File: config.mk
export PLATFORM = sky130hd
export DESIGN_NAME = csr_top
export DESIGN_NICKNAME = d
export VERILOG_FILES = /design/src/design/csr_pkg.sv /design/src/design/csr_access.sv /design/src/design/csr_commit.sv /design/src/design/csr_regfile.sv /design/src/design/csr_top.sv /design/src/design/csr_trap_ctrl.sv
export SDC_FILE = /design/constraint.sdc
export NUM_CORES = 1
export LEC_CHECK = 0
export BUFFER_PORTS_ARGS = -buffer_cell sky130_fd_sc_hd__buf_2
export CORE_ASPECT_RATIO = 1.5
export CORE_MARGIN = 2
export CORE_UTILIZATION = 30
export DETAILED_ROUTE_END_ITERATION = 10
export MAX_ROUTING_LAYER = met4
export PLACE_DENSITY = 0.55
export SLEW_MARGIN = 30
export SYNTH_ARGS = -nofsm -noshare
export SYNTH_HDL_FRONTEND = slang
export SYNTH_SLANG_ARGS = --single-unit
File: constraint.sdc
create_clock -name clk_i -period 4.7 [get_ports clk_i]
set_clock_uncertainty 0.05 [all_clocks]
set_input_delay 0.47 -clock clk_i [delete_from_list [all_inputs] [get_ports clk_i]]
set_output_delay 0.47 -clock clk_i [all_outputs]
set_load 0.01 [all_outputs]
File: src/design/csr_pkg.sv
package csr_pkg;

  localparam int XLEN    = 64;
  localparam int VADDR_W = 39;

  typedef logic [XLEN-1:0]    xword_t;
  typedef logic [VADDR_W-1:0] vaddr_t;
  typedef logic [11:0]        csr_addr_t;

  localparam vaddr_t BOOT_PC = VADDR_W'(32'h8000_0000);

  typedef enum logic [1:0] {
    PRIV_U = 2'd0,
    PRIV_M = 2'd3
  } priv_e;

  typedef enum logic [3:0] {
    OP_CSRRW  = 4'd0,
    OP_CSRRS  = 4'd1,
    OP_CSRRC  = 4'd2,
    OP_CSRRWI = 4'd3,
    OP_CSRRSI = 4'd4,
    OP_CSRRCI = 4'd5,
    OP_MRET   = 4'd6
  } csr_op_e;

  // User counters, aliases of the machine counters
  localparam csr_addr_t ADDR_CYCLE      = 12'hC00;
  localparam csr_addr_t ADDR_INSTRET    = 12'hC02;
  localparam csr_addr_t ADDR_MVENDORID  = 12'hF11;
  localparam csr_addr_t ADDR_MARCHID    = 12'hF12;
  localparam csr_addr_t ADDR_MIMPID     = 12'hF13;
  localparam csr_addr_t ADDR_MSTATUS    = 12'h300;
  localparam csr_addr_t ADDR_MISA       = 12'h301;
  localparam csr_addr_t ADDR_MTVEC      = 12'h305;
  localparam csr_addr_t ADDR_MCOUNTEREN = 12'h306;
  localparam csr_addr_t ADDR_MSCRATCH   = 12'h340;
  localparam csr_addr_t ADDR_MEPC       = 12'h341;
  localparam csr_addr_t ADDR_MCAUSE     = 12'h342;
  localparam csr_addr_t ADDR_MTVAL      = 12'h343;
  localparam csr_addr_t ADDR_MCYCLE     = 12'hB00;
  localparam csr_addr_t ADDR_MINSTRET   = 12'hB02;

  localparam xword_t MARCHID_VAL = 64'd13;
  localparam xword_t MIMPID_VAL  = 64'd1;
  // MXL of 2 with the I and U extensions
  localparam xword_t MISA_VAL    = {2'b10, 36'b0, 26'h010_0100};

  localparam logic [3:0] CAUSE_ILLEGAL        = 4'd2;
  localparam logic [3:0] CAUSE_BREAK          = 4'd3;
  localparam logic [3:0] CAUSE_LOAD_MISALIGN  = 4'd4;
  localparam logic [3:0] CAUSE_STORE_MISALIGN = 4'd6;
  localparam logic [3:0] CAUSE_ECALL_U        = 4'd8;
  localparam logic [3:0] CAUSE_ECALL_M        = 4'd11;

  typedef struct packed {
    logic illegal;
    logic ebreak;
    logic load_misalign;
    logic store_misalign;
    logic ecall;
  } exc_flags_t;

endpackage

File: src/design/csr_access.sv
`timescale 1ns/1ps

module csr_access (
  input  logic                csr_cmd_v_i,
  input  csr_pkg::csr_op_e    csr_op_i,
  input  csr_pkg::csr_addr_t  csr_addr_i,
  input  csr_pkg::xword_t     csr_data_i,
  input  csr_pkg::xword_t     csr_rdata_i,
  input  csr_pkg::priv_e      priv_mode_i,
  input  logic [1:0]          mcounteren_i,
  output csr_pkg::xword_t     csr_wdata_o,
  output logic                csr_wr_en_o,
  output logic                csr_illegal_o,
  output logic                csr_known_o
);

  import csr_pkg::*;

  xword_t csr_imm;
  logic   is_csr_op;
  logic   is_mret;
  logic   priv_fail;
  logic   counter_fail;

  // Immediate forms carry a zero-extended 5-bit value
  assign csr_imm   = XLEN'(csr_data_i[4:0]);
  assign is_csr_op = csr_op_i inside {OP_CSRRW, OP_CSRRS, OP_CSRRC,
                                      OP_CSRRWI, OP_CSRRSI, OP_CSRRCI};
  assign is_mret   = csr_op_i == OP_MRET;

  always_comb
  begin
    case (csr_op_i)
      OP_CSRRW:  csr_wdata_o = csr_data_i;
      OP_CSRRS:  csr_wdata_o = csr_data_i | csr_rdata_i;
      OP_CSRRC:  csr_wdata_o = ~csr_data_i & csr_rdata_i;
      OP_CSRRWI: csr_wdata_o = csr_imm;
      OP_CSRRSI: csr_wdata_o = csr_imm | csr_rdata_i;
      OP_CSRRCI: csr_wdata_o = ~csr_imm & csr_rdata_i;
      default:   csr_wdata_o = csr_rdata_i;
    endcase
  end

  always_comb
  begin
    case (csr_addr_i)
      ADDR_CYCLE, ADDR_INSTRET, ADDR_MVENDORID, ADDR_MARCHID, ADDR_MIMPID,
      ADDR_MSTATUS, ADDR_MISA, ADDR_MTVEC, ADDR_MCOUNTEREN, ADDR_MSCRATCH,
      ADDR_MEPC, ADDR_MCAUSE, ADDR_MTVAL, ADDR_MCYCLE, ADDR_MINSTRET:
        csr_known_o = 1'b1;
      default:
        csr_known_o = 1'b0;
    endcase
  end

  always_comb
  begin
    priv_fail     = priv_mode_i < csr_addr_i[9:8];
    // Counter reads from U mode need the matching enable
    counter_fail  = (priv_mode_i == PRIV_U)
                  & (((csr_addr_i == ADDR_CYCLE) & ~mcounteren_i[0])
                  | ((csr_addr_i == ADDR_INSTRET) & ~mcounteren_i[1]));
    csr_illegal_o = csr_cmd_v_i
                  & ((is_csr_op & (priv_fail | ~csr_known_o | counter_fail))
                  | (is_mret & (priv_mode_i != PRIV_M)));
    csr_wr_en_o   = csr_cmd_v_i & is_csr_op & ~csr_illegal_o;
  end

endmodule

File: src/design/csr_commit.sv
`timescale 1ns/1ps

module csr_commit (
  input  logic                        clk_i,
  input  logic                        rst_n_i,
  input  logic                        trap_v_i,
  input  logic                        ret_v_i,
  input  logic                        instret_i,
  input  logic [csr_pkg::VADDR_W-3:0] mtvec_base_i,
  input  csr_pkg::vaddr_t             mepc_i,
  input  csr_pkg::vaddr_t             exception_npc_i,
  output csr_pkg::vaddr_t             apc_o,
  output csr_pkg::vaddr_t             npc_o,
  output logic                        npc_w_v_o
);

  import csr_pkg::*;

  vaddr_t apc_r;
  vaddr_t apc_n;

  // Trap beats return, return beats a plain retire
  always_comb
  begin
    if (trap_v_i)
      apc_n = {mtvec_base_i, 2'b00};
    else if (ret_v_i)
      apc_n = mepc_i;
    else if (instret_i)
      apc_n = exception_npc_i;
    else
      apc_n = apc_r;
  end

  always_ff @(posedge clk_i)
  begin
    if (!rst_n_i)
      apc_r <= BOOT_PC;
    else
      apc_r <= apc_n;
  end

  assign apc_o     = apc_r;
  assign npc_o     = apc_n;
  assign npc_w_v_o = trap_v_i | ret_v_i;

endmodule

File: src/design/csr_regfile.sv
`timescale 1ns/1ps

module csr_regfile (
  input  logic                        clk_i,
  input  logic                        rst_n_i,
  input  csr_pkg::csr_addr_t          csr_addr_i,
  input  logic                        csr_wr_en_i,
  input  csr_pkg::xword_t             csr_wdata_i,
  input  logic                        trap_v_i,
  input  logic [3:0]                  trap_cause_i,
  input  csr_pkg::xword_t             trap_tval_i,
  input  logic                        ret_v_i,
  input  logic                        instret_i,
  input  csr_pkg::vaddr_t             apc_i,
  input  csr_pkg::priv_e              priv_mode_i,
  output csr_pkg::xword_t             csr_rdata_o,
  output logic                        mstatus_mpp_m_o,
  output logic [csr_pkg::VADDR_W-3:0] mtvec_base_o,
  output csr_pkg::vaddr_t             mepc_o,
  output logic [1:0]                  mcounteren_o
);

  import csr_pkg::*;

  logic               mie_r;
  logic               mpie_r;
  logic               mpp_m_r;
  logic [VADDR_W-3:0] mtvec_base_r;
  logic [1:0]         mcounteren_r;
  xword_t             mscratch_r;
  vaddr_t             mepc_r;
  xword_t             mcause_r;
  xword_t             mtval_r;
  xword_t             mcycle_r;
  xword_t             minstret_r;
  xword_t             mstatus_rd;
  logic               wr_mcycle;
  logic               wr_minstret;

  assign wr_mcycle   = csr_wr_en_i & (csr_addr_i inside {ADDR_MCYCLE, ADDR_CYCLE});
  assign wr_minstret = csr_wr_en_i & (csr_addr_i inside {ADDR_MINSTRET, ADDR_INSTRET});

  // Only mie, mpie and mpp exist; mpp reads as 11 or 00
  assign mstatus_rd = XLEN'({mpp_m_r, mpp_m_r, 3'b000, mpie_r, 3'b000, mie_r, 3'b000});

  always_ff @(posedge clk_i)
  begin
    if (!rst_n_i)
    begin
      mie_r        <= 1'b0;
      mpie_r       <= 1'b0;
      mpp_m_r      <= 1'b0;
      mtvec_base_r <= '0;
      mcounteren_r <= '0;
      mscratch_r   <= '0;
      mepc_r       <= '0;
      mcause_r     <= '0;
      mtval_r      <= '0;
      mcycle_r     <= '0;
      minstret_r   <= '0;
    end
    else
    begin
      mcycle_r   <= wr_mcycle ? csr_wdata_i : mcycle_r + XLEN'(1);
      minstret_r <= wr_minstret ? csr_wdata_i : minstret_r + XLEN'(instret_i);
      if (csr_wr_en_i)
      begin
        case (csr_addr_i)
          ADDR_MSTATUS:
          begin
            mie_r   <= csr_wdata_i[3];
            mpie_r  <= csr_wdata_i[7];
            mpp_m_r <= &csr_wdata_i[12:11];
          end
          ADDR_MTVEC:      mtvec_base_r <= csr_wdata_i[VADDR_W-1:2];
          ADDR_MCOUNTEREN: mcounteren_r <= {csr_wdata_i[2], csr_wdata_i[0]};
          ADDR_MSCRATCH:   mscratch_r   <= csr_wdata_i;
          ADDR_MEPC:       mepc_r       <= csr_wdata_i[VADDR_W-1:0];
          ADDR_MCAUSE:     mcause_r     <= csr_wdata_i;
          ADDR_MTVAL:      mtval_r      <= csr_wdata_i;
          default: ;
        endcase
      end
      if (trap_v_i)
      begin
        mepc_r   <= apc_i;
        mcause_r <= XLEN'(trap_cause_i);
        mtval_r  <= trap_tval_i;
        mpie_r   <= mie_r;
        mie_r    <= 1'b0;
        mpp_m_r  <= priv_mode_i == PRIV_M;
      end
      else if (ret_v_i)
      begin
        mie_r   <= mpie_r;
        mpie_r  <= 1'b1;
        mpp_m_r <= 1'b0;
      end
    end
  end

  always_comb
  begin
    case (csr_addr_i)
      ADDR_CYCLE, ADDR_MCYCLE:     csr_rdata_o = mcycle_r;
      ADDR_INSTRET, ADDR_MINSTRET: csr_rdata_o = minstret_r;
      ADDR_MVENDORID:              csr_rdata_o = '0;
      ADDR_MARCHID:                csr_rdata_o = MARCHID_VAL;
      ADDR_MIMPID:                 csr_rdata_o = MIMPID_VAL;
      ADDR_MSTATUS:                csr_rdata_o = mstatus_rd;
      ADDR_MISA:                   csr_rdata_o = MISA_VAL;
      ADDR_MTVEC:                  csr_rdata_o = XLEN'({mtvec_base_r, 2'b00});
      ADDR_MCOUNTEREN:             csr_rdata_o = XLEN'({mcounteren_r[1], 1'b0, mcounteren_r[0]});
      ADDR_MSCRATCH:               csr_rdata_o = mscratch_r;
      ADDR_MEPC:                   csr_rdata_o = XLEN'($signed(mepc_r));
      ADDR_MCAUSE:                 csr_rdata_o = mcause_r;
      ADDR_MTVAL:                  csr_rdata_o = mtval_r;
      default:                     csr_rdata_o = '0;
    endcase
  end

  assign mstatus_mpp_m_o = mpp_m_r;
  assign mtvec_base_o    = mtvec_base_r;
  assign mepc_o          = mepc_r;
  assign mcounteren_o    = mcounteren_r;

  // A trapping instruction never updates a CSR
  assert property (@(posedge clk_i) disable iff (!rst_n_i) !(csr_wr_en_i && trap_v_i))
    else $error("csr_regfile: CSR write coincides with a trap");

endmodule

File: src/design/csr_top.sv
`timescale 1ns/1ps

module csr_top (
  input  logic                 clk_i,
  input  logic                 rst_n_i,
  input  logic                 csr_cmd_v_i,
  input  csr_pkg::csr_op_e     csr_op_i,
  input  csr_pkg::csr_addr_t   csr_addr_i,
  input  csr_pkg::xword_t      csr_data_i,
  input  logic                 exception_v_i,
  input  csr_pkg::exc_flags_t  exc_flags_i,
  input  csr_pkg::vaddr_t      exception_npc_i,
  input  csr_pkg::vaddr_t      exception_vaddr_i,
  input  logic [31:0]          exception_instr_i,
  output csr_pkg::xword_t      csr_data_o,
  output logic                 trap_v_o,
  output logic                 ret_v_o,
  output logic                 npc_w_v_o,
  output csr_pkg::vaddr_t      npc_o,
  output csr_pkg::vaddr_t      pc_o,
  output logic                 instret_o,
  output csr_pkg::priv_e       priv_mode_o
);

  import csr_pkg::*;

  xword_t             csr_rdata;
  xword_t             csr_wdata;
  logic               csr_wr_en;
  logic               csr_illegal;
  logic               csr_known;
  logic [1:0]         mcounteren;
  logic [3:0]         trap_cause;
  xword_t             trap_tval;
  logic               mstatus_mpp_m;
  logic [VADDR_W-3:0] mtvec_base;
  vaddr_t             mepc;

  csr_access access_i (
    .csr_cmd_v_i   (csr_cmd_v_i),
    .csr_op_i      (csr_op_i),
    .csr_addr_i    (csr_addr_i),
    .csr_data_i    (csr_data_i),
    .csr_rdata_i   (csr_rdata),
    .priv_mode_i   (priv_mode_o),
    .mcounteren_i  (mcounteren),
    .csr_wdata_o   (csr_wdata),
    .csr_wr_en_o   (csr_wr_en),
    .csr_illegal_o (csr_illegal),
    .csr_known_o   (csr_known)
  );

  csr_trap_ctrl trap_ctrl_i (
    .clk_i             (clk_i),
    .rst_n_i           (rst_n_i),
    .csr_cmd_v_i       (csr_cmd_v_i),
    .csr_op_i          (csr_op_i),
    .csr_illegal_i     (csr_illegal),
    .exception_v_i     (exception_v_i),
    .exc_flags_i       (exc_flags_i),
    .exception_vaddr_i (exception_vaddr_i),
    .exception_instr_i (exception_instr_i),
    .mstatus_mpp_m_i   (mstatus_mpp_m),
    .trap_v_o          (trap_v_o),
    .trap_cause_o      (trap_cause),
    .trap_tval_o       (trap_tval),
    .ret_v_o           (ret_v_o),
    .instret_o         (instret_o),
    .priv_mode_o       (priv_mode_o)
  );

  csr_regfile regfile_i (
    .clk_i           (clk_i),
    .rst_n_i         (rst_n_i),
    .csr_addr_i      (csr_addr_i),
    .csr_wr_en_i     (csr_wr_en),
    .csr_wdata_i     (csr_wdata),
    .trap_v_i        (trap_v_o),
    .trap_cause_i    (trap_cause),
    .trap_tval_i     (trap_tval),
    .ret_v_i         (ret_v_o),
    .instret_i       (instret_o),
    .apc_i           (pc_o),
    .priv_mode_i     (priv_mode_o),
    .csr_rdata_o     (csr_rdata),
    .mstatus_mpp_m_o (mstatus_mpp_m),
    .mtvec_base_o    (mtvec_base),
    .mepc_o          (mepc),
    .mcounteren_o    (mcounteren)
  );

  csr_commit commit_i (
    .clk_i           (clk_i),
    .rst_n_i         (rst_n_i),
    .trap_v_i        (trap_v_o),
    .ret_v_i         (ret_v_o),
    .instret_i       (instret_o),
    .mtvec_base_i    (mtvec_base),
    .mepc_i          (mepc),
    .exception_npc_i (exception_npc_i),
    .apc_o           (pc_o),
    .npc_o           (npc_o),
    .npc_w_v_o       (npc_w_v_o)
  );

  // Old value goes back only on a legal access
  assign csr_data_o = (csr_known & ~csr_illegal) ? csr_rdata : '0;

endmodule

File: src/design/csr_trap_ctrl.sv
`timescale 1ns/1ps

module csr_trap_ctrl (
  input  logic                 clk_i,
  input  logic                 rst_n_i,
  input  logic                 csr_cmd_v_i,
  input  csr_pkg::csr_op_e     csr_op_i,
  input  logic                 csr_illegal_i,
  input  logic                 exception_v_i,
  input  csr_pkg::exc_flags_t  exc_flags_i,
  input  csr_pkg::vaddr_t      exception_vaddr_i,
  input  logic [31:0]          exception_instr_i,
  input  logic                 mstatus_mpp_m_i,
  output logic                 trap_v_o,
  output logic [3:0]           trap_cause_o,
  output csr_pkg::xword_t      trap_tval_o,
  output logic                 ret_v_o,
  output logic                 instret_o,
  output csr_pkg::priv_e       priv_mode_o
);

  import csr_pkg::*;

  logic [15:0] cause_vec;
  logic [3:0]  cause_sel;
  logic        is_m;
  priv_e       priv_mode_r;

  assign is_m = priv_mode_r == PRIV_M;

  always_comb
  begin
    cause_vec                       = '0;
    cause_vec[CAUSE_ILLEGAL]        = exc_flags_i.illegal | csr_illegal_i;
    cause_vec[CAUSE_BREAK]          = exc_flags_i.ebreak;
    cause_vec[CAUSE_LOAD_MISALIGN]  = exc_flags_i.load_misalign;
    cause_vec[CAUSE_STORE_MISALIGN] = exc_flags_i.store_misalign;
    cause_vec[CAUSE_ECALL_U]        = exc_flags_i.ecall & ~is_m;
    cause_vec[CAUSE_ECALL_M]        = exc_flags_i.ecall & is_m;
  end

  // Lowest set code wins, so scan from the top down
  always_comb
  begin
    cause_sel = '0;
    for (int i = 15; i >= 0; i--)
    begin
      if (cause_vec[i])
        cause_sel = 4'(i);
    end
  end

  assign trap_v_o     = exception_v_i & (|cause_vec);
  assign trap_cause_o = cause_sel;
  assign trap_tval_o  = (cause_sel == CAUSE_ILLEGAL) ? XLEN'(exception_instr_i)
                                                     : XLEN'($signed(exception_vaddr_i));
  assign ret_v_o      = csr_cmd_v_i & (csr_op_i == OP_MRET) & is_m;
  assign instret_o    = exception_v_i & ~trap_v_o;
  assign priv_mode_o  = priv_mode_r;

  always_ff @(posedge clk_i)
  begin
    if (!rst_n_i)
    begin
      priv_mode_r <= PRIV_M;
    end
    else if (trap_v_o)
    begin
      priv_mode_r <= PRIV_M;
    end
    else if (ret_v_o)
    begin
      priv_mode_r <= mstatus_mpp_m_i ? PRIV_M : PRIV_U;
    end
  end

  // An mret must not arrive with exception flags attached
  assert property (@(posedge clk_i) disable iff (!rst_n_i) !(trap_v_o && ret_v_o))
    else $error("csr_trap_ctrl: trap and mret in the same cycle");

endmodule

# [Yosys cells after proc, flatten, opt, wreduce, memory -nomap -nowiden]
# Cells that the tools add are included.
[totals] reg_bits=442 inputBits=199
[classes] n_addsub=2 magnitude_cmp=1 eq_ne=24 muxes=37 n_bitwise=36 n_reduce_logical=28
[op_table] cell="case mux 64 bit (12 select lines)" n=1
[op_table] cell="2-to-1 mux 64 bit" n=7
[op_table] cell="case mux 64 bit (6 select lines)" n=1
[op_table] cell="2-to-1 mux 39 bit" n=6
[op_table] cell="bitwise AND 64 bit" n=2
[op_table] cell="equality test 12 x 10 -> 1 bit, second input constant" n=8
[op_table] cell="equality test 12 bit, second input constant" n=7
[op_table] cell="adder 64 x 1 -> 64 bit" n=1
[op_table] cell="adder 64 x 1 -> 64 bit, second input constant" n=1
[op_table] cell="inverter 5 -> 64 bit" n=1
[op_table] cell="inverter 64 bit" n=1
[op_table] cell="OR 5 x 64 -> 64 bit" n=1
[op_table] cell="OR 64 bit" n=1
[op_table] cell="2-to-1 mux 4 bit" n=9
[op_table] cell="AND reduction 2 bit" n=10
[op_table] cell="bitwise AND 1 bit" n=17
[op_table] cell="nonzero test 2 bit" n=8
[op_table] cell="OR reduction 15 bit" n=1
[op_table] cell="equality test 4 x 2 -> 1 bit, second input constant" n=3
[op_table] cell="equality test 4 x 3 -> 1 bit, second input constant" n=3
[op_table] cell="2-to-1 mux 1 bit" n=12
[op_table] cell="inverter 1 bit" n=7
[op_table] cell="OR 1 bit" n=6
[op_table] cell="nonzero test 3 bit" n=2
[op_table] cell="other kinds (10)" n=12

# [Longest topological paths before layout]
# Gate-level depths: netlist (run 1).
[depth] ltp_word=17 mapped_depth=20 depth_no_buf=15

# [Modules after synthesis]
# Synthesis (run 1) repeated with hierarchy kept, for this count alone.
[hier_totals] cells_unflattened=3423 area_unflattened_um2=26405.3
[by_module_without_submodules] mod="csr_regfile" instances=1 cells_per_inst=2554 area_each_um2=19860.3
[by_module_without_submodules] mod="csr_commit" instances=1 cells_per_inst=356 area_each_um2=3209.3
[by_module_without_submodules] mod="csr_access" instances=1 cells_per_inst=346 area_each_um2=1906.8
[by_module_without_submodules] mod="csr_trap_ctrl" instances=1 cells_per_inst=90 area_each_um2=762.0
[by_module_without_submodules] mod="csr_top" instances=1 cells_per_inst=77 area_each_um2=666.9

# [Worst setup path before layout (run 1)]
# OpenSTA, ideal clock, no wires.
[synth_path] kind="input-to-reg" from="in csr_addr_i[1]" to="reg regfile_i.minstret_r[59]" setup_time_ns=0.086 t_arrival_ns=4.387 required_time_ns=4.564 slack_ns=0.178 path_stages=20 path_buffers=6 cell_sequence="buf_2 nor2b_1 buf_2 a31oi_1 a211oi_2 o31ai_2 or3_1 buf_4 buf_2 inv_1 ha_1 nand3_1 or2_2 clkbuf_1 or4_1 clkbuf_1 nor4_1 xor2_1 nor2_1 a211oi_1"
[synth_via] elab_chain_len=16 elab_cells_between_ends=46 cone_classes="add/sub (1); eq/ne (15); mux (4); bitwise (21); reduce/logical (5)"
[synth_rtl] item="start, declared" line="csr_top.sv:8" rtl="input csr_pkg::csr_addr_t csr_addr_i,"
[synth_rtl] item="equality test 12 bit, or another cell as far along" line="csr_access.sv:46" rtl="case (csr_addr_i)"
[synth_rtl] item="OR reduction 15 bit" line="csr_access.sv:46"
[synth_rtl] item="2-to-1 mux 1 bit" line="csr_access.sv:46"
[synth_rtl] item="inverter 1 bit" line="csr_access.sv:64" rtl="& ((is_csr_op & (priv_fail | ~csr_known_o | counter_fail))"
[synth_rtl] item="OR 1 bit" line="csr_access.sv:64"
[synth_rtl] item="OR 1 bit (*)" line="csr_access.sv:64"
[synth_rtl] item="bitwise AND 1 bit (*)" line="csr_access.sv:64"
[synth_rtl] item="OR 1 bit (*)" line="csr_access.sv:65" rtl="| (is_mret & (priv_mode_i != PRIV_M)));"
[synth_rtl] item="bitwise AND 1 bit (*)" line="csr_access.sv:64"
[synth_rtl] item="OR 1 bit (*)" line="csr_trap_ctrl.sv:34" rtl="cause_vec[CAUSE_ILLEGAL] = exc_flags_i.illegal | csr_illegal_i;"
[synth_rtl] item="OR reduction 6 bit (*)" line="csr_trap_ctrl.sv:53" rtl="assign trap_v_o = exception_v_i & (|cause_vec);"
[synth_rtl] item="bitwise AND 1 bit (*)" line="csr_trap_ctrl.sv:53"
[synth_rtl] item="inverter 1 bit (*)" line="csr_trap_ctrl.sv:58" rtl="assign instret_o = exception_v_i & ~trap_v_o;"
[synth_rtl] item="bitwise AND 1 bit (*)" line="csr_trap_ctrl.sv:58"
[synth_rtl] item="via instret_o" line="csr_top.sv:21" rtl="output logic instret_o,"
[synth_rtl] item="adder 64 x 1 -> 64 bit (*)" line="csr_regfile.sv:65" rtl="minstret_r <= wr_minstret ? csr_wdata_i : minstret_r + XLEN'(instret_i);"
[synth_rtl] item="2-to-1 mux 64 bit (*)" line="csr_regfile.sv:65"
[synth_rtl] item="end signal, assigned" line="csr_regfile.sv:65"
[synth_rtl] item="end, declared" line="csr_regfile.sv:35" rtl="xword_t minstret_r;"
# The timed path passes the listed nets; every way through them passes the cells marked *.
# A chain may end at the register's enable or synchronous reset.

# [Worst setup path after layout (run 1)]
[layout_path] from="reg trap_ctrl_i.priv_mode_r[0] (netlist: trap_ctrl_i.priv_mode_o[0])" to="out npc_o[37]"
[layout_via] elab_chain_len=14 elab_cells_between_ends=23 cone_classes="order compare (1); eq/ne (2); mux (3); bitwise (15); reduce/logical (2)"
[layout_rtl] item="start, declared" line="csr_trap_ctrl.sv:27" rtl="priv_e priv_mode_r;"
[layout_rtl] item="start signal, assigned" line="csr_trap_ctrl.sv:73" rtl="priv_mode_r <= mstatus_mpp_m_i ? PRIV_M : PRIV_U;"
[layout_rtl] item="less-than comparator 2 bit or zero test 2 bit (tied branches)" line="csr_access.sv:58, csr_access.sv:60"
[layout_rtl] item="OR 1 bit or bitwise AND 1 bit (tied branches)" line="csr_access.sv:64, csr_access.sv:61"
[layout_rtl] item="OR 1 bit" line="csr_access.sv:64"
[layout_rtl] item="bitwise AND 1 bit" line="csr_access.sv:64"
[layout_rtl] item="OR 1 bit" line="csr_access.sv:65"
[layout_rtl] item="bitwise AND 1 bit" line="csr_access.sv:64"
[layout_rtl] item="OR 1 bit" line="csr_trap_ctrl.sv:34"
[layout_rtl] item="OR reduction 6 bit" line="csr_trap_ctrl.sv:53"
[layout_rtl] item="bitwise AND 1 bit" line="csr_trap_ctrl.sv:53"
[layout_rtl] item="inverter 1 bit" line="csr_trap_ctrl.sv:58"
[layout_rtl] item="bitwise AND 1 bit" line="csr_trap_ctrl.sv:58"
[layout_rtl] item="2-to-1 mux 39 bit" line="csr_commit.sv:29" rtl="else if (instret_i)"
[layout_rtl] item="2-to-1 mux 39 bit" line="csr_commit.sv:27" rtl="else if (ret_v_i)"
[layout_rtl] item="2-to-1 mux 39 bit (*)" line="csr_commit.sv:25" rtl="if (trap_v_i)"
[layout_rtl] item="end, declared" line="csr_top.sv:19" rtl="output csr_pkg::vaddr_t npc_o,"
# Mark *: on every way between the ends. The rest lies on a longest branch, timed or not.

==> results.md, run 1 <==
- H-tree depth reported by CTS: 2
- CTS Hold Buffers Added: 0
- Clock buffers created by TritonCTS: 47
- Clk_lat worst skew: 0.63 ns
- Die Outline Area: 85160 um2
- Total power draw: 8734 uW
- Required @ worst endpoint: 4.18 ns
- Boundary pin count: 347
- Leakage Power: 0.01056 uW
- Global-route wire length before repair: 161600 um
- Synth Net Count: 3278
- CP max FO: 22
- Quantity of gates resized following cts: 0
- Area delta synth->final: 19.00%
- Arrival time at the worst endpoint: 3.77 ns
- Inst Count DP: 4315
- Most frequent cells after synthesis: dfxtp_1, nor2_1, nand2_1
- Final max-slew violation count: 0
- P_sw: 2332 uW
- Maximum number of pins on one net before global-route repair: 164
- Number of antenna violations at the first check in global routing: 4
- Type of the setup path with the least slack: register to output port
- Top cells by area in the synthesized netlist: dfxtp_1, nor2_1, a211oi_1
- Reported max-cap violation count: 0
- Startpoint kind of the worst setup timing path: register
- Routed length per placed instance: 24.97 um
- Crit path capture type: output port
- DR vias/cell: 5.886
- Worst slew margin relative to its limit: 30.35%
- Number of global-route vias before repair: 24.27k
- Fin nets: 3519
- Highest metal used: met4
- Final critical delay including setup and external delays: 4.293 ns
- Most frequently used cell type in the post-synthesis netlist: dfxtp_1
- Count of cells along the worst register-to-register path: 15
- Routed length on met2: 52050 um
- Die Width: 238.9 um
- Total wire length: 109900 um
- Power share of the clock group: 45.7%
- Synth area leader: dfxtp_1
- Count of antenna-violating nets left after detailed routing: 0
- Combinational fraction of design power: 9.9%
- TritonCTS clock tree: done
- Starting density of the core: 30.17%
- RePlAce Congestion: 0.9580
- Buffer type at the clock tree root: clkbuf_16
- Share of flip-flops with an asynchronous set or reset: 0%
- Worst hold path type: input port to register
- Number of enable flip-flop cells after synthesis: 0
- Yosys warnings: 0
- Most instantiated flip-flop cell in the synthesis netlist: dfxtp_1
- Proportion of synthesized chip area in sequential cells: 35.54%
- Die H: 356.4 um
- Number of cells in the finished layout apart from fillers: 4400
- HPWL Detailed: 79290 um
- Top-area cell type share of the netlist area: 35.54%
- Setup TNS: 0 ns
- Placeable core region: 82320 um2
- Worst slack after detailed placement: 0.3081 ns
- Flops & latches, synth: 441
- DRC viols: 0
- Met3 WL post-DR: 7433 um
- Netlist area before placement: 24840 um2
- Detailed-routing wirelength on met1: 44650 um
- All-layer global routing usage: 25.64%
- Final setup margin: 0.4072 ns
- Power density of the placed cells: 295.5 nW/um2
- Mean area per synthesized cell: 8.078 um2
- Final period util: 91.34%
- Postcts setup bufs: 0
- Mapped Cells: 3075
- Sinks on the clock net: 441
- Reg power frac: 44.4%
- Total overflow reported by the global router: 0
- Clock transition at the registers of the reported paths: 0.07 ns
- Sw frac: 26.70%
- Number of vias after detailed routing: 25.90k
- Fill cell total of the finished layout: 8690
- Input/output buffers: 346
- Transition at the pin with the smallest max-transition slack: 1.037 ns
- Hold path cells: 2
- R2R Setup Slk: 0.60 ns
- Number of endpoints failing setup at the final stage: 0
- DRC violation total after the first TritonRoute iteration: 2190
- Share of final-layout standard cells stronger than drive strength 1: 19.41%
- RSZ-0062 raised after global routing: false
- DR pass1 iterations: 6
- Distinct cells, synth: 97
- Max VDD drop: 0.2395 mV
- Maximum root-to-sink buffer count: 3
- Run status: finished clean
- Internal Pwr Total: 6402 uW
- Number of standard-cell rows in the floorplan: 129
- Number of hold violations in the final report: 0
- Max Fclk: 232.9 MHz
[final cells by class]
cell class / count / area, um2 / share of cell area [%]
Inverter: 32 / 126.4 / 0.4275
Clock buffer: 64 / 1340 / 4.534
Tap cell: 1048 / 1311 / 4.436
Multi-Input combinational cell: 2305 / 14740 / 49.88
Sequential cell: 441 / 8828 / 29.87
Antenna cell: 3 / 7.507 / 0.02540
Clock inverter: 18 / 264.0 / 0.8932
Timing Repair Buffer: 489 / 2937 / 9.935
[per-layer routing]
metal  track usage (%)  vias to the layer above
met3             3.288                      247
li1                  -                    12040
met4             12.70                        0
met2             41.63                     1161
met1             31.24                    12450
met5                 -                        -
[path summary, 6_finish.rpt]
path                                            startpoint                  endpoint
worst max register to register  trap_ctrl_i.priv_mode_o[0]  regfile_i.minstret_r[60]
worst min register to register     regfile_i.mscratch_r[4]   regfile_i.mscratch_r[4]
worst min-delay path                 exception_vaddr_i[33]     regfile_i.mtval_r[33]
worst max-delay path            trap_ctrl_i.priv_mode_o[0]                 npc_o[37]
[cells in the final DEF, fill, tap and decap left out, drive strengths merged, types with 7 or more instances in the layout]
master	synthesis	final
a22o	30	30
and2	13	13
nand2	238	238
o21a	66	66
and4	16	16
clkbuf	177	64
o21ai	176	176
a211oi	168	168
o2bb2ai	25	25
a211o	24	24
o311a	24	24
dfxtp	441	441
o31ai	26	26
or4	7	7
xnor2	65	65
nand4	66	66
a2bb2oi	46	46
mux2i	62	62
nor3	59	59
nor2b	10	10
a21o	7	7
or3	14	14
nor2	374	374
nor4	30	30
o211ai	37	37
o221ai	40	40
a311oi	35	35
xor2	54	54
a31oi	43	43
a21oi	177	177
mux2	25	25
a22oi	89	89
clkinv	2	11
nand3	91	91
and3	51	51
buf	120	489
a221oi	21	21
inv	30	31
nand2b	8	8
[stage by stage]
| stage | area (um2) | util [%] | hold WS [ns] |
|---|---|---|---|
| 3_3_place_gp | 27950 | 33.95 | 0.3915 |
| 4_1_cts | 29550 | 35.90 | 0.006189 |
| 6_report | 29560 | 35.91 | 0.02109 |
| 2_1_floorplan | 24840 | - | 0.3834 |
| 3_5_place_dp | 27950 | 33.95 | 0.3972 |
| 5_1_grt | 29560 | 35.91 | 0.02227 |
[state kept, by name (all words and copies together) (netlist names), 2 cells and up]
register                flops
regfile_i.mtval_r          64
regfile_i.mcause_r         64
regfile_i.mscratch_r       64
regfile_i.mcounteren_o      2
regfile_i.minstret_r       64
regfile_i.mcycle_r         64
commit_i.apc_o             39
regfile_i.mtvec_base_o     37
regfile_i.mepc_o           39
[critical path: stages, from the launching register on]
cell      delay (ns)
dfxtp_1         0.32
ha_1            0.27
a21oi_1         0.14
a41o_1          0.28
a21o_1          0.21
buf_4           0.16
o31ai_4         0.45
clkinv_2        0.46
and2_1          0.32
or3_1           0.37
buf_2           0.16
[power groups by stage]
stage                     clock [uW]  combinational, uW  sequential (uW)
final                           3990                866             3880
after global routing            4180                922             3880
after CTS                       4050                858             3870
after detailed placement           0                855             3960
after global placement             0                850             3960
after floorplan                    0                473             3940
[cell families (layout without fill, tap and decap cells)]
| family | after synthesis | in the layout | share of synthesized area (%) |
|---|---|---|---|
| AOI/OAI and AO/OA | 1079 | 1079 | 30.70 |
| xor gates and xnor gates | 119 | 119 | 4.196 |
| adders and majority gates | 4 | 4 | 0.2015 |
| buffers and inverters | 329 | 603 | 5.627 |
| DFF | 441 | 441 | 35.54 |
| muxes | 93 | 93 | 4.176 |
| other | 0 | 3 | 0 |
| and+or+nand+nor | 1010 | 1010 | 19.55 |
Power figures use the tool's default switching activity.
==> run 2: changes to the inputs <==
- CORE_UTILIZATION: 30 -> 50
- PLACE_DENSITY: 0.55 -> 0.8
==> run 2 against run 1 <==
Sequential cell count did not move. Worst hold slack improved by 0.041 ns. Critical endpoint is now regfile_i.minstret_r[45]. Highest routed layer unchanged. Fmax is 1.1% lower. Final area is 2.8% lower. Power decreased by 4.9%. First-iteration DRC count increased by 59%.
==> results.md, run 2 (synthesis gave the netlist of run 1 again) <==
- Run status: finished clean (unchanged)
- Hold path cells: 2 (unchanged)
- Buffer and inverter count on the worst path: 2 (was 3)
- Placed cell area: 27280 um2 (was 27950 um2)
- RePlAce Congestion: 1.053 (was 0.9580)
- Most common cell after layout, fill and taps aside: dfxtp_1 (unchanged)
- Max VDD drop: 0.2863 mV (was 0.2395 mV)
- Number of vias after detailed routing: 26.74k (was 25.90k)
- All-layer global routing usage: 38.15% (was 25.64%)
- Die H: 277.0 um (was 356.4 um)
- CP max FO: 13 (was 22)
- Worst slew margin relative to its limit: 23.01% (was 30.35%)
- H-tree depth reported by CTS: 2 (unchanged)
- Type of the setup path with the least slack: register to register (was register to output port)
- R2R Setup Slk: 0.36 ns (was 0.60 ns)
- Input/output buffers: 346 (unchanged)
- Total overflow reported by the global router: 0 (unchanged)
- Required @ worst endpoint: 5.11 ns (was 4.18 ns)
- Final Instance Area: 28740 um2 (was 29560 um2)
- Startpoint kind of the worst setup timing path: register (unchanged)
- Final max-slew violation count: 0 (unchanged)
- Arrival time at the worst endpoint: 4.75 ns (was 3.77 ns)
- Worst flop-to-flop path endpoint: regfile_i.minstret_r[45] (was regfile_i.minstret_r[60])
- HP Start: exception_vaddr_i[32] (was exception_vaddr_i[33])
- Worst flop-to-flop path startpoint: trap_ctrl_i.priv_mode_o[0] (unchanged)
- Fin util: 58.30% (was 35.91%)
- Power density of the placed cells: 289.1 nW/um2 (was 295.5 nW/um2)
- Global-route wire length before repair: 148400 um (was 161600 um)
- Total wire length: 98340 um (was 109900 um)
- Boundary pin count: 347 (unchanged)
- DRC violation total after the first TritonRoute iteration: 3482 (was 2190)
- Max Fclk: 230.4 MHz (was 232.9 MHz)
- Capture endpoint of the worst hold path: regfile_i.mtval_r[32] (was regfile_i.mtval_r[33])
- Leakage Power: 0.01037 uW (was 0.01056 uW)
- Setup TNS: 0 ns (unchanged)
- Number of antenna violations at the first check in global routing: 4 (unchanged)
- Highest metal used: met4 (unchanged)
- Routed length on met2: 45110 um (was 52050 um)
- Number of standard-cell rows in the floorplan: 100 (was 129)
- Starting density of the core: 50.39% (was 30.17%)
- CTS Hold Buffers Added: 0 (unchanged)
- Worst hold path type: input port to register (unchanged)
- Postcts setup bufs: 0 (unchanged)
- DR pass1 iterations: 6 (unchanged)
- DR vias/cell: 6.709 (was 5.886)
- Area delta synth->final: 15.70% (was 19.00%)
- Clk_lat worst skew: 0.58 ns (was 0.63 ns)
- Transition at the pin with the smallest max-transition slack: 1.155 ns (was 1.037 ns)
- Worst slack after detailed placement: 0.1687 ns (was 0.3081 ns)
- Count of cells along the worst register-to-register path: 15 (unchanged)
- Placeable core region: 49300 um2 (was 82320 um2)
- Maximum root-to-sink buffer count: 3 (unchanged)
- Share of final-layout standard cells stronger than drive strength 1: 18.57% (was 19.41%)
- Count of antenna-violating nets left after detailed routing: 0 (unchanged)
- Detailed-routing wirelength on met1: 35880 um (was 44650 um)
- Count of cell instances traversed by the critical path: 15 (was 10)
- Number of endpoints failing setup at the final stage: 0 (unchanged)
- Die Width: 186.0 um (was 238.9 um)
- Clock buffers created by TritonCTS: 44 (was 47)
- Largest stage delay, worst path: 0.71 ns (was 0.46 ns)
- DRC viols: 0 (unchanged)
- Launch point of the worst path: trap_ctrl_i.priv_mode_o[0] (unchanged)
- Number of global-route vias before repair: 24.97k (was 24.27k)
- Quantity of gates resized following cts: 0 (unchanged)
- TritonCTS clock tree: done (unchanged)
- Die Outline Area: 51510 um2 (was 85160 um2)
- Fin nets: 3488 (was 3519)
- Crit path capture type: register (was output port)
- HPWL Detailed: 69910 um (was 79290 um)
- RSZ-0062 raised after global routing: false (unchanged)
- Sinks on the clock net: 441 (unchanged)
- Dominant delay contributor by cell family on the critical path: simple AND/OR/NAND/NOR gates (was compound AO/OA/AOI/OAI gates)
- Most frequent cells in the layout: dfxtp_1, nor2_1, buf_2 (unchanged)
- Reported max-cap violation count: 0 (unchanged)
- Final period util: 92.33% (was 91.34%)
- Met3 WL post-DR: 9378 um (was 7433 um)
- Maximum number of pins on one net before global-route repair: 180 (was 164)
- Number of hold violations in the final report: 0 (unchanged)
- Clock transition at the registers of the reported paths: 0.07 ns (about the same)
- Final critical delay including setup and external delays: 4.340 ns (was 4.293 ns)
- Buffer type at the clock tree root: clkbuf_16 (unchanged)
- Cell chain of the critical path: buf_4 -> nand2b_1 -> a21oi_1 -> a41o_1 -> a21o_1 -> or3_1 -> inv_1 -> ha_1 -> nand3_1 -> or2_2 -> or4_1 -> nor4_1 -> xor2_1 -> nor2_1 -> a211oi_1 (was ha_1 -> a21oi_1 -> a41o_1 -> a21o_1 -> buf_4 -> o31ai_4 -> clkinv_2 -> and2_1 -> or3_1 -> buf_2)
- Routed length per placed instance: 24.68 um (was 24.97 um)
- Cell with the largest stage delay on the worst path: or4_1 (was clkinv_2)
- Final setup margin: 0.3603 ns (was 0.4072 ns)
run 2: report_power, final:
part	internal, uW	switching (uW)
Combinational	309	544
Clock	2010	1570
Sequential	3810	59.5
Total	6130	2180
run 2: worst max-delay path by stage:
stage | to | slack (ns)
floorplan | regfile_i.minstret_r[59] | 0.18
finish | regfile_i.minstret_r[45] | 0.36
global route | regfile_i.minstret_r[45] | 0.15
global placement | regfile_i.minstret_r[45] | 0.20
detailed placement | regfile_i.minstret_r[45] | 0.17
CTS | regfile_i.minstret_r[45] | 0.43
run 2: layout make-up:
class	instances	area [um2]
fillers	4537	20560
multi-input cells	2305	14750
flip-flops and latches	441	8828
repair buffers	461	2760
clock buffers	67	1329
well taps	663	829.5
inverters	32	126.4
clock inverters	12	108.9
diodes	4	10.01
run 2: stage by stage:
step                      instances  power [uW]  hold WS, ns
after floorplan                3075        4414       0.3834
after global placement         3902        4767       0.3904
after detailed placement       3902        4778       0.3969
after CTS                      3981        8280      0.06296
after global routing           3985        8497      0.07564
final                          3985        8307      0.06258
run 2: metal layers:
metal	vias to the layer above	track usage, %
li1	11970	-
met1	12630	45.10
met2	1672	58.15
met3	460	6.931
met4	0	26.77
met5	-	-
